$ cat src/design/oflow_macros.svh
// oflow tracking core constants
`ifndef OFLOW_MACROS_SVH
`define OFLOW_MACROS_SVH

// ----------------------------------------------------------------------
// field widths
// ----------------------------------------------------------------------
`define OFLOW_COORD_W        8   // x, y, w, h and color
`define OFLOW_ID_W           8   // track identifier
`define OFLOW_FRAME_W        8   // frame counter

// ----------------------------------------------------------------------
// limits
// ----------------------------------------------------------------------
`define OFLOW_MAX_BBOX       4   // boxes per frame = history entries
`define OFLOW_FIFO_DEPTH     4   // default feature fifo depth

// ----------------------------------------------------------------------
// matching
// ----------------------------------------------------------------------
`define OFLOW_MATCH_TH       16  // largest cost still counted as a match
`define OFLOW_COLOR_PENALTY  12  // added when colors differ
`define OFLOW_COST_W         11  // 4 * 255 + penalty fits in 11 bits

`endif

$ cat src/design/oflow_pkg.sv
// oflow shared types
`include "oflow_macros.svh"

package oflow_pkg;

	// one bounding box as the DMA delivers it
	typedef struct packed {
		logic [`OFLOW_COORD_W-1:0] x;
		logic [`OFLOW_COORD_W-1:0] y;
		logic [`OFLOW_COORD_W-1:0] w;
		logic [`OFLOW_COORD_W-1:0] h;
		logic [`OFLOW_COORD_W-1:0] color;
		logic                      last;   // final box of the frame
	} bbox_t;

	// feature record, center point instead of corner
	typedef struct packed {
		logic [`OFLOW_COORD_W-1:0] cx;     // x + w/2, truncated
		logic [`OFLOW_COORD_W-1:0] cy;     // y + h/2, truncated
		logic [`OFLOW_COORD_W-1:0] w;
		logic [`OFLOW_COORD_W-1:0] h;
		logic [`OFLOW_COORD_W-1:0] color;
		logic                      last;
	} feat_t;

	// one result per box
	typedef struct packed {
		logic [`OFLOW_ID_W-1:0]    id;
		logic [`OFLOW_FRAME_W-1:0] frame_num;
		logic                      new_track;  // fresh id was handed out
		logic                      last;       // copied from the box
	} track_t;

endpackage

$ cat src/design/oflow_feature_extract.sv
// oflow box receiver and feature stage
module oflow_feature_extract (
	input  logic              clk,
	input  logic              arst_n_i,

	// box input, four-phase
	input  logic              bbox_req_i,
	input  oflow_pkg::bbox_t  bbox_i,      // held steady while req is high
	output logic              bbox_ack_o,

	// feature fifo write side
	input  logic              fifo_full_i,
	output logic              fifo_push_o,
	output oflow_pkg::feat_t  fifo_data_o
);

	logic ack_q;  // ack state, also blocks a second push per request

	// ----------------------------------------------------------------------
	// feature computation
	// ----------------------------------------------------------------------

	// center = corner + half size, carry dropped
	always_comb begin
		fifo_data_o.cx    = bbox_i.x + (bbox_i.w >> 1);
		fifo_data_o.cy    = bbox_i.y + (bbox_i.h >> 1);
		fifo_data_o.w     = bbox_i.w;        // size passes through
		fifo_data_o.h     = bbox_i.h;
		fifo_data_o.color = bbox_i.color;
		fifo_data_o.last  = bbox_i.last;     // frame marker rides along
	end

	// ----------------------------------------------------------------------
	// push and handshake
	// ----------------------------------------------------------------------

	// one push per request: only while ack is still low
	// a full fifo simply delays the push, and with it the ack
	assign fifo_push_o = bbox_req_i & ~ack_q & ~fifo_full_i;

	// phase 1 -> 2: push seen, ack rises at the next edge
	// phase 3 -> 4: req seen low, ack falls at the next edge
	always_ff @(posedge clk or negedge arst_n_i) begin
		if (!arst_n_i) begin
			ack_q <= 1'b0;
		end else if (fifo_push_o) begin
			ack_q <= 1'b1;                     // record is in the fifo
		end else if (!bbox_req_i) begin
			ack_q <= 1'b0;                     // sender released
		end
	end

	assign bbox_ack_o = ack_q;

endmodule

$ cat src/design/oflow_feature_fifo.sv
// oflow feature record fifo
`include "oflow_macros.svh"

module oflow_feature_fifo #(
	parameter int DEPTH = `OFLOW_FIFO_DEPTH
) (
	input  logic              clk,
	input  logic              arst_n_i,

	// write side, from the feature stage
	input  logic              push_i,
	input  oflow_pkg::feat_t  data_i,
	output logic              full_o,

	// read side, head is valid whenever not empty
	input  logic              pop_i,
	output oflow_pkg::feat_t  data_o,
	output logic              empty_o
);

	localparam int PTR_W = (DEPTH > 1) ? $clog2(DEPTH) : 1;
	localparam int CNT_W = $clog2(DEPTH + 1);
	localparam logic [PTR_W-1:0] LAST_PTR = PTR_W'(DEPTH - 1);

	oflow_pkg::feat_t  mem [DEPTH];   // record storage
	logic [PTR_W-1:0]  wr_ptr_q;
	logic [PTR_W-1:0]  rd_ptr_q;
	logic [CNT_W-1:0]  count_q;       // occupancy
	logic              do_push;
	logic              do_pop;

	assign do_push = push_i & ~full_o;   // ignore writes when full
	assign do_pop  = pop_i & ~empty_o;   // ignore reads when empty

	// ----------------------------------------------------------------------
	// pointers and occupancy
	// ----------------------------------------------------------------------
	always_ff @(posedge clk or negedge arst_n_i) begin
		if (!arst_n_i) begin
			wr_ptr_q <= '0;
			rd_ptr_q <= '0;
			count_q  <= '0;
		end else begin
			if (do_push)
				wr_ptr_q <= (wr_ptr_q == LAST_PTR) ? '0 : wr_ptr_q + 1'b1;  // wrap
			if (do_pop)
				rd_ptr_q <= (rd_ptr_q == LAST_PTR) ? '0 : rd_ptr_q + 1'b1;
			if (do_push && !do_pop)
				count_q <= count_q + 1'b1;
			else if (do_pop && !do_push)
				count_q <= count_q - 1'b1;
		end
	end

	// storage, written on push
	always_ff @(posedge clk) begin
		if (do_push)
			mem[wr_ptr_q] <= data_i;
	end

	assign data_o  = mem[rd_ptr_q];              // head, one cycle after push
	assign full_o  = (count_q == CNT_W'(DEPTH));
	assign empty_o = (count_q == '0);

endmodule

$ cat src/design/oflow_registration.sv
// oflow track registration stage
`include "oflow_macros.svh"

module oflow_registration (
	input  logic              clk,
	input  logic              arst_n_i,

	// feature fifo read side
	input  logic              fifo_empty_i,
	input  oflow_pkg::feat_t  fifo_data_i,
	output logic              fifo_pop_o,

	// result output, four-phase
	output logic              track_req_o,
	output oflow_pkg::track_t track_o,
	input  logic              track_ack_i
);

	localparam int MAX    = `OFLOW_MAX_BBOX;
	localparam int IDX_W  = $clog2(MAX);
	localparam int CNT_W  = IDX_W + 1;
	localparam int COST_W = `OFLOW_COST_W;
	localparam int ID_W   = `OFLOW_ID_W;

	// history entry: feature plus the id it was given
	typedef struct packed {
		oflow_pkg::feat_t  feat;
		logic [ID_W-1:0]   id;
	} hist_t;

	typedef enum logic [1:0] {ST_IDLE, ST_SCAN, ST_REQ, ST_REL} state_t;

	state_t                   state_q;
	oflow_pkg::feat_t         rec_q;          // record under scan
	oflow_pkg::track_t        track_q;
	hist_t                    prev_tab [MAX]; // tracks of the previous frame
	hist_t                    cur_tab  [MAX]; // tracks built in this frame
	logic [MAX-1:0]           prev_valid_q;
	logic [MAX-1:0]           prev_claim_q;   // first come takes the entry
	logic [MAX-1:0]           cur_valid_q;
	logic [CNT_W-1:0]         cur_cnt_q;      // next free current slot
	logic [IDX_W-1:0]         scan_idx_q;
	logic [IDX_W-1:0]         best_idx_q;
	logic [COST_W-1:0]        best_cost_q;
	logic [ID_W-1:0]          next_id_q;
	logic [`OFLOW_FRAME_W-1:0] frame_num_q;
	hist_t                    ent;
	logic [COST_W-1:0]        cost;
	logic                     cand_better;
	logic [COST_W-1:0]        nxt_cost;
	logic [IDX_W-1:0]         nxt_idx;
	logic                     scan_last;
	logic                     decide;         // last scan cycle
	logic                     is_match;
	logic [ID_W-1:0]          new_id;
	logic                     cur_full;
	logic                     swap;           // frame done, handshake closed

	function automatic logic [COST_W-1:0] abs_diff(
		input logic [`OFLOW_COORD_W-1:0] a,
		input logic [`OFLOW_COORD_W-1:0] b
	);
		return (a > b) ? COST_W'(a - b) : COST_W'(b - a);
	endfunction

	// ----------------------------------------------------------------------
	// similarity scan, one previous entry per cycle
	// ----------------------------------------------------------------------
	assign ent = prev_tab[scan_idx_q];

	always_comb begin
		cost = abs_diff(rec_q.cx, ent.feat.cx) + abs_diff(rec_q.cy, ent.feat.cy)
		     + abs_diff(rec_q.w, ent.feat.w) + abs_diff(rec_q.h, ent.feat.h);
		if (rec_q.color != ent.feat.color)
			cost = cost + COST_W'(`OFLOW_COLOR_PENALTY);   // color mismatch
	end

	// strict less, so the lower index keeps a tie
	assign cand_better = prev_valid_q[scan_idx_q] & ~prev_claim_q[scan_idx_q]
	                   & (cost < best_cost_q);
	assign nxt_cost  = cand_better ? cost : best_cost_q;
	assign nxt_idx   = cand_better ? scan_idx_q : best_idx_q;
	assign scan_last = (scan_idx_q == IDX_W'(MAX - 1));
	assign decide    = (state_q == ST_SCAN) & scan_last;
	assign is_match  = (nxt_cost <= COST_W'(`OFLOW_MATCH_TH));
	assign new_id    = is_match ? prev_tab[nxt_idx].id : next_id_q;
	assign cur_full  = (cur_cnt_q == CNT_W'(MAX));
	assign swap      = (state_q == ST_REL) & ~track_ack_i & track_q.last;

	assign fifo_pop_o  = (state_q == ST_IDLE) & ~fifo_empty_i;  // head read now
	assign track_req_o = (state_q == ST_REQ);
	assign track_o     = track_q;

	// ----------------------------------------------------------------------
	// control: fsm, flags, counters
	// ----------------------------------------------------------------------
	always_ff @(posedge clk or negedge arst_n_i) begin
		if (!arst_n_i) begin
			state_q      <= ST_IDLE;
			prev_valid_q <= '0;
			prev_claim_q <= '0;
			cur_valid_q  <= '0;
			cur_cnt_q    <= '0;
			scan_idx_q   <= '0;
			best_idx_q   <= '0;
			best_cost_q  <= '1;
			next_id_q    <= ID_W'(1);   // id 0 is never handed out
			frame_num_q  <= '0;
		end else begin
			case (state_q)
				ST_IDLE: if (fifo_pop_o) begin
					state_q     <= ST_SCAN;
					scan_idx_q  <= '0;
					best_cost_q <= '1;         // above any real cost
					best_idx_q  <= '0;
				end
				ST_SCAN: begin
					best_cost_q <= nxt_cost;
					best_idx_q  <= nxt_idx;
					scan_idx_q  <= scan_idx_q + 1'b1;
					if (scan_last) begin
						state_q <= ST_REQ;           // req rises next cycle
						if (is_match)
							prev_claim_q[nxt_idx] <= 1'b1;
						else
							next_id_q <= next_id_q + 1'b1;
						if (!cur_full) begin
							cur_valid_q[cur_cnt_q[IDX_W-1:0]] <= 1'b1;
							cur_cnt_q <= cur_cnt_q + 1'b1;
						end
					end
				end
				ST_REQ: if (track_ack_i) state_q <= ST_REL;   // drop req
				ST_REL: if (!track_ack_i) begin
					state_q <= ST_IDLE;
					if (track_q.last) begin      // roll history to next frame
						prev_valid_q <= cur_valid_q;
						prev_claim_q <= '0;
						cur_valid_q  <= '0;
						cur_cnt_q    <= '0;
						frame_num_q  <= frame_num_q + 1'b1;
					end
				end
				default: state_q <= ST_IDLE;
			endcase
		end
	end

	// ----------------------------------------------------------------------
	// payload: record, result, tables
	// ----------------------------------------------------------------------
	always_ff @(posedge clk) begin
		if (fifo_pop_o)
			rec_q <= fifo_data_i;
		if (decide) begin
			track_q.id        <= new_id;
			track_q.frame_num <= frame_num_q;
			track_q.new_track <= ~is_match;
			track_q.last      <= rec_q.last;
			if (!cur_full)
				cur_tab[cur_cnt_q[IDX_W-1:0]] <= '{feat: rec_q, id: new_id};
		end
		if (swap)
			prev_tab <= cur_tab;
	end

endmodule

$ cat src/design/oflow_core.sv
// oflow tracking core top
`include "oflow_macros.svh"

module oflow_core (
	input  logic              clk,
	input  logic              arst_n_i,

	// box input from DMA, four-phase
	input  logic              bbox_req_i,
	input  oflow_pkg::bbox_t  bbox_i,
	output logic              bbox_ack_o,

	// track results, four-phase
	output logic              track_req_o,
	output oflow_pkg::track_t track_o,
	input  logic              track_ack_i
);

	// ----------------------------------------------------------------------
	// feature fifo links
	// ----------------------------------------------------------------------
	logic              fifo_push;
	logic              fifo_full;
	logic              fifo_pop;
	logic              fifo_empty;
	oflow_pkg::feat_t  push_data;   // producer -> fifo
	oflow_pkg::feat_t  head_data;   // fifo head -> consumer

	oflow_feature_extract u_feature_extract (
		.clk         (clk),
		.arst_n_i    (arst_n_i),
		.bbox_req_i  (bbox_req_i),
		.bbox_i      (bbox_i),
		.bbox_ack_o  (bbox_ack_o),
		.fifo_full_i (fifo_full),
		.fifo_push_o (fifo_push),
		.fifo_data_o (push_data)
	);

	oflow_feature_fifo #(.DEPTH(`OFLOW_FIFO_DEPTH)) u_feature_fifo (
		.clk      (clk),
		.arst_n_i (arst_n_i),
		.push_i   (fifo_push),
		.data_i   (push_data),
		.full_o   (fifo_full),
		.pop_i    (fifo_pop),
		.data_o   (head_data),
		.empty_o  (fifo_empty)
	);

	oflow_registration u_registration (
		.clk          (clk),
		.arst_n_i     (arst_n_i),
		.fifo_empty_i (fifo_empty),
		.fifo_data_i  (head_data),
		.fifo_pop_o   (fifo_pop),
		.track_req_o  (track_req_o),
		.track_o      (track_o),
		.track_ack_i  (track_ack_i)
	);

endmodule

$ cat config.mk
export PLATFORM = sky130hd
export DESIGN_NAME = oflow_core
export DESIGN_NICKNAME = d
export VERILOG_FILES = /design/src/design/oflow_pkg.sv /design/src/design/oflow_feature_extract.sv /design/src/design/oflow_feature_fifo.sv /design/src/design/oflow_registration.sv /design/src/design/oflow_core.sv
export VERILOG_INCLUDE_DIRS = /design/src /design/src/design
export SDC_FILE = /design/constraint.sdc
export NUM_CORES = 1
export LEC_CHECK = 0
export ABC_AREA = 1
export BUFFER_PORTS_ARGS = -buffer_cell sky130_fd_sc_hd__buf_2
export CAP_MARGIN = 10
export CORE_MARGIN = 5
export CORE_UTILIZATION = 32
export CTS_BUF_LIST = sky130_fd_sc_hd__clkbuf_4 sky130_fd_sc_hd__clkbuf_8
export DETAILED_ROUTE_END_ITERATION = 7
export PLACE_DENSITY = 0.57
export SYNTH_ARGS = -nofsm -noshare
export SYNTH_HDL_FRONTEND = slang
export SYNTH_HIERARCHICAL = 1
export SYNTH_SLANG_ARGS = --single-unit
$ cat constraint.sdc
create_clock -name clk -period 17.2 [get_ports clk]
set_clock_uncertainty 0.05 [all_clocks]
set_input_delay 5.16 -clock clk [delete_from_list [all_inputs] [get_ports clk]]
set_output_delay 5.16 -clock clk [all_outputs]
set_load 0.05 [all_outputs]
==> results.json, run 1 <==
{
  "dpl_cell_area_mm2": 0.03148,
  "ctsResizeCount": 0,
  "synth.distinct_cells": 49,
  "num_rows": 112,
  "clkLatencyLatePin_ns": 0.72,
  "cts_root_buffer": "clkbuf_8",
  "slew_viol_final": 0,
  "drt-total-wl_um": 59100,
  "grt_first_pass_wirelength_um": 94450,
  "clk_pin_slew_worst_paths_ns": 0.06,
  "yosysWarnings": 6,
  "status": "completed",
  "nFillCells": 9085,
  "synth_area_leaders": "edfxtp_1, nand2_1, ha_1",
  "critPathRequiredTime_ns": 17.61,
  "syn-num-nets": 2650,
  "finalSetupViolCount": 0,
  "gp_congestion": 0.8396,
  "antenna_found_initial": 3,
  "slowest_delay_ns": 0.64,
  "cts_hold_repair.buffers": 0,
  "initial_utilization": 0.3223,
  "ys_async_sr_fraction": 0.08446,
  "slowest_stage": "dfrtp_1",
  "finalCritPeriodShare": 0.5669,
  "dieArea_mm2": 0.1001,
  "post-dp-hpwl_um": 36120,
  "coreArea_mm2": 0.09319,
  "yosysSeqAreaShare": 0.6539,
  "drc_errors": 0,
  "maxCapViolations": 0,
  "hp-start": "u_registration/cur_tab[185]$_DFFE_PP_",
  "synth_area_mm2": 0.03004,
  "clkSinkCount": 663,
  "dr.pass1.iters": 6,
  "synthTopCellsByCount": "edfxtp_1, nand2_1, inv_1",
  "synth_top_area_share": 0.6068,
  "ys.flop_type": "edfxtp_1",
  "end_kind": "flop",
  "r2r_cells": 46,
  "die_h_um": 316.4,
  "avgSynthCellArea_um2": 12.22,
  "slew_headroom": 0.1977,
  "hold_viol_final": 0,
  "rr_startpoint": "u_registration/scan_idx_q[1]$_DFFE_PN0P_",
  "syn_inst": 2459,
  "rsz0062_at_grt": "no",
  "hold_depth": 0,
  "cp_max_fo": 52,
  "rrSetupSlack_ns": 7.45,
  "fin_area_mm2": 0.03376,
  "cts_setup_buffers": 0,
  "synth_seq_cells": 663,
  "critPathKind": "flop to flop",
  "grt-ovfl-total": 0,
  "grt_pass1_vias": 17280,
  "clockBufferDepth": 3,
  "worstMarginPinSlew_ns": 1.203,
  "area_growth_pct": 12.39,
  "max_freq_mhz": 102.6,
  "drt_iter0_drc": 1034,
  "cpMostUsedCell": "nand2_1",
  "synth.most_common_cell": "edfxtp_1",
  "drive_gt1_frac": 0.1551,
  "arrival_ns": 10.16,
  "tns_ns": 0,
  "numPortBuffers": 64,
  "hold_class": "flop to flop",
  "die_w_um": 316.4,
  "wl_per_cell_um": 15.09,
  "grt.total_usage": 0.1187,
  "htree_levels": 3,
  "grt_max_degree": 159,
  "viasPerCell": 4.415,
  "ioPinCount": 65,
  "synth-edff-count": 607,
  "min_to": "u_registration/prev_tab[185]$_DFFE_PP_",
  "antenna_left": 0,
  "min_period_ns": 9.750,
  "timing.rr.end": "u_registration/cur_tab[154]$_DFFE_PP_",
  "cts_tree": "yes",
  "critPathLaunchType": "flop",
  "yosys.area.top_type": "edfxtp_1",
  "dr_total_vias": 17290,
  "numCtsBuffers": 108,
  "nNetsFinal": 2755
}
-- layout by cell type, fill, tap and decap left out, types with 38 or more instances in the layout --
cell type,synthesis,routed
o21ai_0,59,59
clkbuf_8,0,114
buf_2,15,64
clkbuf_4,0,38
nand2_1,563,563
nand2_2,46,46
a21oi_1,97,97
inv_1,366,365
edfxtp_1,607,607
nand3_1,96,96
ha_1,116,116
dfrtp_1,44,41
o211ai_2,60,60
nor2_1,66,56
-- metal layers --
layer,global-route usage,vias to the layer above,part of all wire
li1,-,8609,-
met5,0,-,0.00022
met4,0.03900,2,0.023
met2,0.1883,344,0.45
met1,0.1656,8244,0.49
met3,0.02268,92,0.043
-- worst max path at each step --
stage / startpoint / endpoint / slack [ns] / cells after the start
final: u_registration/scan_idx_q[1]$_DFFE_PN0P_ / u_registration/cur_tab[154]$_DFFE_PP_ / 7.45 / 46
after CTS: u_registration/scan_idx_q[1]$_DFFE_PN0P_ / u_registration/cur_tab[151]$_DFFE_PP_ / 7.42 / 46
after global routing: u_registration/scan_idx_q[1]$_DFFE_PN0P_ / u_registration/track_o[14]$_DFFE_PP_ / 6.54 / 47
after detailed placement: u_registration/scan_idx_q[1]$_DFFE_PN0P_ / u_registration/cur_tab[7]$_DFFE_PP_ / 7.45 / 46
after floorplan: track_ack_i / u_registration/frame_num_q[6]$_DFFE_PN0P_ / 0.41 / 6
after global placement: u_registration/scan_idx_q[1]$_DFFE_PN0P_ / u_registration/cur_tab[103]$_DFFE_PP_ / 7.47 / 46
-- flip-flops by register name, indices dropped and copies added (netlist names), 3 cells and up --
register and flops:
u_registration/prev_valid_q 4, u_registration/prev_claim_q 4, u_registration/track_o 18, u_registration/frame_num_q 8, u_registration/cur_tab 192, u_registration/next_id_q 8
u_feature_fifo/count_q 3, u_registration/cur_valid_q 4, u_registration/rec_q 41, u_registration/cur_cnt_q 3, u_registration/best_cost_q 11, u_registration/prev_tab 192
u_feature_fifo/mem 164
-- kinds of logic (layout without fill, tap and decap cells) --
| family | Yosys count | count (layout) | share of synthesized area |
|---|---|---|---|
| XOR/XNOR | 46 | 46 | 0.01341 |
| AO/OA/AOI/OAI | 323 | 323 | 0.07868 |
| other | 0 | 5 | 0 |
| AND/OR/NAND/NOR | 808 | 808 | 0.1125 |
| flip-flops | 663 | 663 | 0.6539 |
| buffers and inverters | 465 | 663 | 0.07031 |
| multiplexers | 8 | 8 | 0.002874 |
| adder cells (fa/ha/maj) | 146 | 146 | 0.06831 |
-- critical path: cells and delay by family (launching register included) --
family | cells | cell delay [ns]
compound gates | 14 | 2.69
simple gates | 19 | 2.37
fa+ha+maj | 5 | 1.96
buf+inv | 8 | 1.76
flops | 1 | 0.64
-- metrics by stage --
stage | hold slack, ns | utilization | setup WS (ns) | std cells
4_1_cts | 0.3350 | 0.3622 | 7.420 | 3911
3_3_place_gp | 0.3502 | 0.3378 | 7.466 | 3708
6_report | 0.3443 | 0.3623 | 7.450 | 3916
3_5_place_dp | 0.3545 | 0.3378 | 7.448 | 3708
2_1_floorplan | 0.3503 | - | 0.4132 | 2459
5_1_grt | 0.3498 | 0.3623 | 6.540 | 3916
-- area by class of cell --
class	count	area, um2	area share
flip-flops and latches	663	19650	0.5821
well taps	1254	1569	0.04647
inverters	375	1408	0.04169
clock buffers	152	1854	0.05492
repair buffers	85	490.5	0.01453
diodes	5	12.51	0.0003706
multi-input cells	1331	8358	0.2476
clock inverters	51	416.7	0.01234
Power of run 1 is not shown: default switching activity piles up to over one toggle a cycle in this logic, so the estimate is an artifact.
==> inputs of run 2 (changes only) <==
Settings changed: ABC_AREA 1 to 0.
Clock period 17.2 ns to 9 ns, I/O delays scaled along.
==> run 2 against run 1 <==
  * Critical path depth decreased by 9
  * Die area down 4.8%
  * Cell count down 18%
  * First-iteration DRC count down 25%
  * Core utilization up 2.0 points
  * Largest cell class unchanged
  * Worst setup slack got worse by 7.3 ns
==> results.json, run 2 <==
{
  "antenna_left": 0,
  "numCtsBuffers": 105,
  "max_freq_mhz": 113.0,
  "syn-num-nets": 1912,
  "grt_max_degree": 132,
  "num_rows": 109,
  "htree_levels": 3,
  "fin_area_mm2": 0.03382,
  "tns_ns": 0,
  "drt_iter0_drc": 774,
  "ys_async_sr_fraction": 0.08446,
  "cp_max_fo": 7,
  "drt-total-wl_um": 56290,
  "slowest_delay_ns": 0.59,
  "final_common_cell": "edfxtp_1",
  "viasPerCell": 4.608,
  "finalCritPeriodShare": 0.9830,
  "numPortBuffers": 64,
  "clockBufferDepth": 3,
  "die_w_um": 308.7,
  "antenna_found_initial": 1,
  "hold_ws_ns": 0.3468,
  "drive_gt1_frac": 0.2931,
  "critPathBufInv": 7,
  "dpl_cell_area_mm2": 0.03057,
  "initial_utilization": 0.3225,
  "clk_pin_slew_worst_paths_ns": 0.06,
  "coreArea_mm2": 0.08851,
  "drc_errors": 0,
  "gp_congestion": 0.8323,
  "critPathKind": "flop to flop",
  "synth_seq_cells": 663,
  "critPathLaunchType": "flop",
  "synth.distinct_cells": 86,
  "pre_cts_slack_ns": -0.1872,
  "synthTopCellsByCount": "edfxtp_1, inv_1, ha_1",
  "yosys.area.top_type": "edfxtp_1",
  "cts_hold_repair.buffers": 0,
  "cts_tree": "yes",
  "slew_viol_final": 0,
  "grt_pass1_vias": 15550,
  "status": "completed",
  "synth_top_area_share": 0.6385,
  "grt-ovfl-total": 0,
  "setup_ws_ns": 0.1532,
  "clkLatencyLatePin_ns": 0.71,
  "nFillCells": 8077,
  "min_period_ns": 8.847,
  "hold_viol_final": 0,
  "grt_first_pass_wirelength_um": 86490,
  "clkSinkCount": 663,
  "dr.pass1.iters": 5,
  "syn_inst": 1721,
  "dieArea_mm2": 0.09528,
  "maxCapViolations": 0,
  "post-dp-hpwl_um": 34940,
  "finalSetupViolCount": 0,
  "arrival_ns": 9.37,
  "final_cell_mix": "edfxtp_1, inv_1, clkbuf_8",
  "ioPinCount": 65,
  "synth_area_leaders": "edfxtp_1, mux4_2, ha_1",
  "avgSynthCellArea_um2": 16.59,
  "wl_per_cell_um": 17.61,
  "yosysSeqAreaShare": 0.6881,
  "area_growth_pct": 18.46,
  "yosysWarnings": 6,
  "slew_headroom": 0.3582,
  "hold_class": "flop to flop",
  "ys.flop_type": "edfxtp_1",
  "nNetsFinal": 2138,
  "slowest_stage": "fa_1",
  "worstMarginPinSlew_ns": 0.9627,
  "dr_total_vias": 14730,
  "die_h_um": 308.7,
  "synth.most_common_cell": "edfxtp_1",
  "critPathRequiredTime_ns": 9.53,
  "crit_family": "compound AO/OA/AOI/OAI gates",
  "end_kind": "flop",
  "synth-edff-count": 607,
  "synth_area_mm2": 0.02855,
  "cts_root_buffer": "clkbuf_8",
  "grt.total_usage": 0.1159
}
## run 2: changes by cell type after synthesis, moves of 13 or more
cell,delta
nor2b_1,+14
o21ai_0,-16
a32oi_1,-31
mux2_2,+13
nand2_1,-480
a21oi_1,-49
nand2_2,-45
mux2i_1,+33
o211ai_1,-20
nand3_1,-81
mux4_2,+80
xnor2_1,+29
o211ai_2,-60
inv_1,-199
## run 2: worst reg2reg max path, delay by kind of cell, from the launching register on
family          cells  cell delay, ns
buf+inv             7            0.84
fa+ha+maj           5            1.89
flops               1            0.38
compound gates     15            2.72
simple gates        4            1.01
xor+xnor            3            0.63
mux                 3            1.20
## run 2: path summary, 6_finish.rpt
check,startpoint,to,slack (ns),cells after the start
min in group asynchronous,arst_n_i,u_registration/frame_num_q[7]$_DFFE_PN0P_,2.10,2
max reg2reg,u_registration/scan_idx_q[0]$_DFFE_PN0P_,u_registration/prev_claim_q[3]$_DFFE_PN0P_,0.15,37
min reg2reg,u_registration/cur_tab[161]$_DFFE_PP_,u_registration/prev_tab[161]$_DFFE_PP_,0.35,0
min,u_registration/cur_tab[161]$_DFFE_PP_,u_registration/prev_tab[161]$_DFFE_PP_,0.35,0
max in group asynchronous,arst_n_i,u_registration/scan_idx_q[0]$_DFFE_PN0P_,6.19,2
max,u_registration/scan_idx_q[0]$_DFFE_PN0P_,u_registration/prev_claim_q[3]$_DFFE_PN0P_,0.15,37
## run 2: kinds of logic after synthesis
group / Yosys count / share of synthesized area
xor+xnor: 70 / 0.02222
compound gates: 219 / 0.05137
fa+ha+maj: 146 / 0.07188
flops: 663 / 0.6881
buf+inv: 233 / 0.03642
mux: 140 / 0.08599
simple gates: 250 / 0.04400
## run 2: final cells by class
cell class / count / area (um2) / share of cell area
flip-flops and latches: 663 / 19650 / 0.5810
multi-input cells: 825 / 8606 / 0.2545
clock buffers: 141 / 1740 / 0.05147
well taps: 1165 / 1458 / 0.04310
repair buffers: 183 / 1384 / 0.04092
inverters: 169 / 639.4 / 0.01891
clock inverters: 49 / 339.1 / 0.01003
diodes: 1 / 2.502 / 0.00007400
## run 2: timing repair
item | CTS | global route
gates resized for setup | 14 | 139
endpoints found under the setup margin | 51 | 59
gates cloned | 0 | 5
buffers inserted | 0 | 45
pin swaps | 1 | 49
## run 2: metrics by stage
| step | std cells | util |
|---|---|---|
| 2_1_floorplan | 1721 | - |
| 3_3_place_gp | 2957 | 0.3453 |
| 3_5_place_dp | 2957 | 0.3453 |
| 4_1_cts | 3147 | 0.3692 |
| 5_1_grt | 3196 | 0.3821 |
| 6_report | 3196 | 0.3821 |
## run 2: metal layers
layer	vias to the layer above	track usage	share of wire
li1	6906	-	-
met3	76	0.02300	0.036
met5	-	0	0
met4	0	0.04404	0.021
met2	249	0.1997	0.51
met1	7495	0.1452	0.43
Power of run 2 is left out for the same reason.
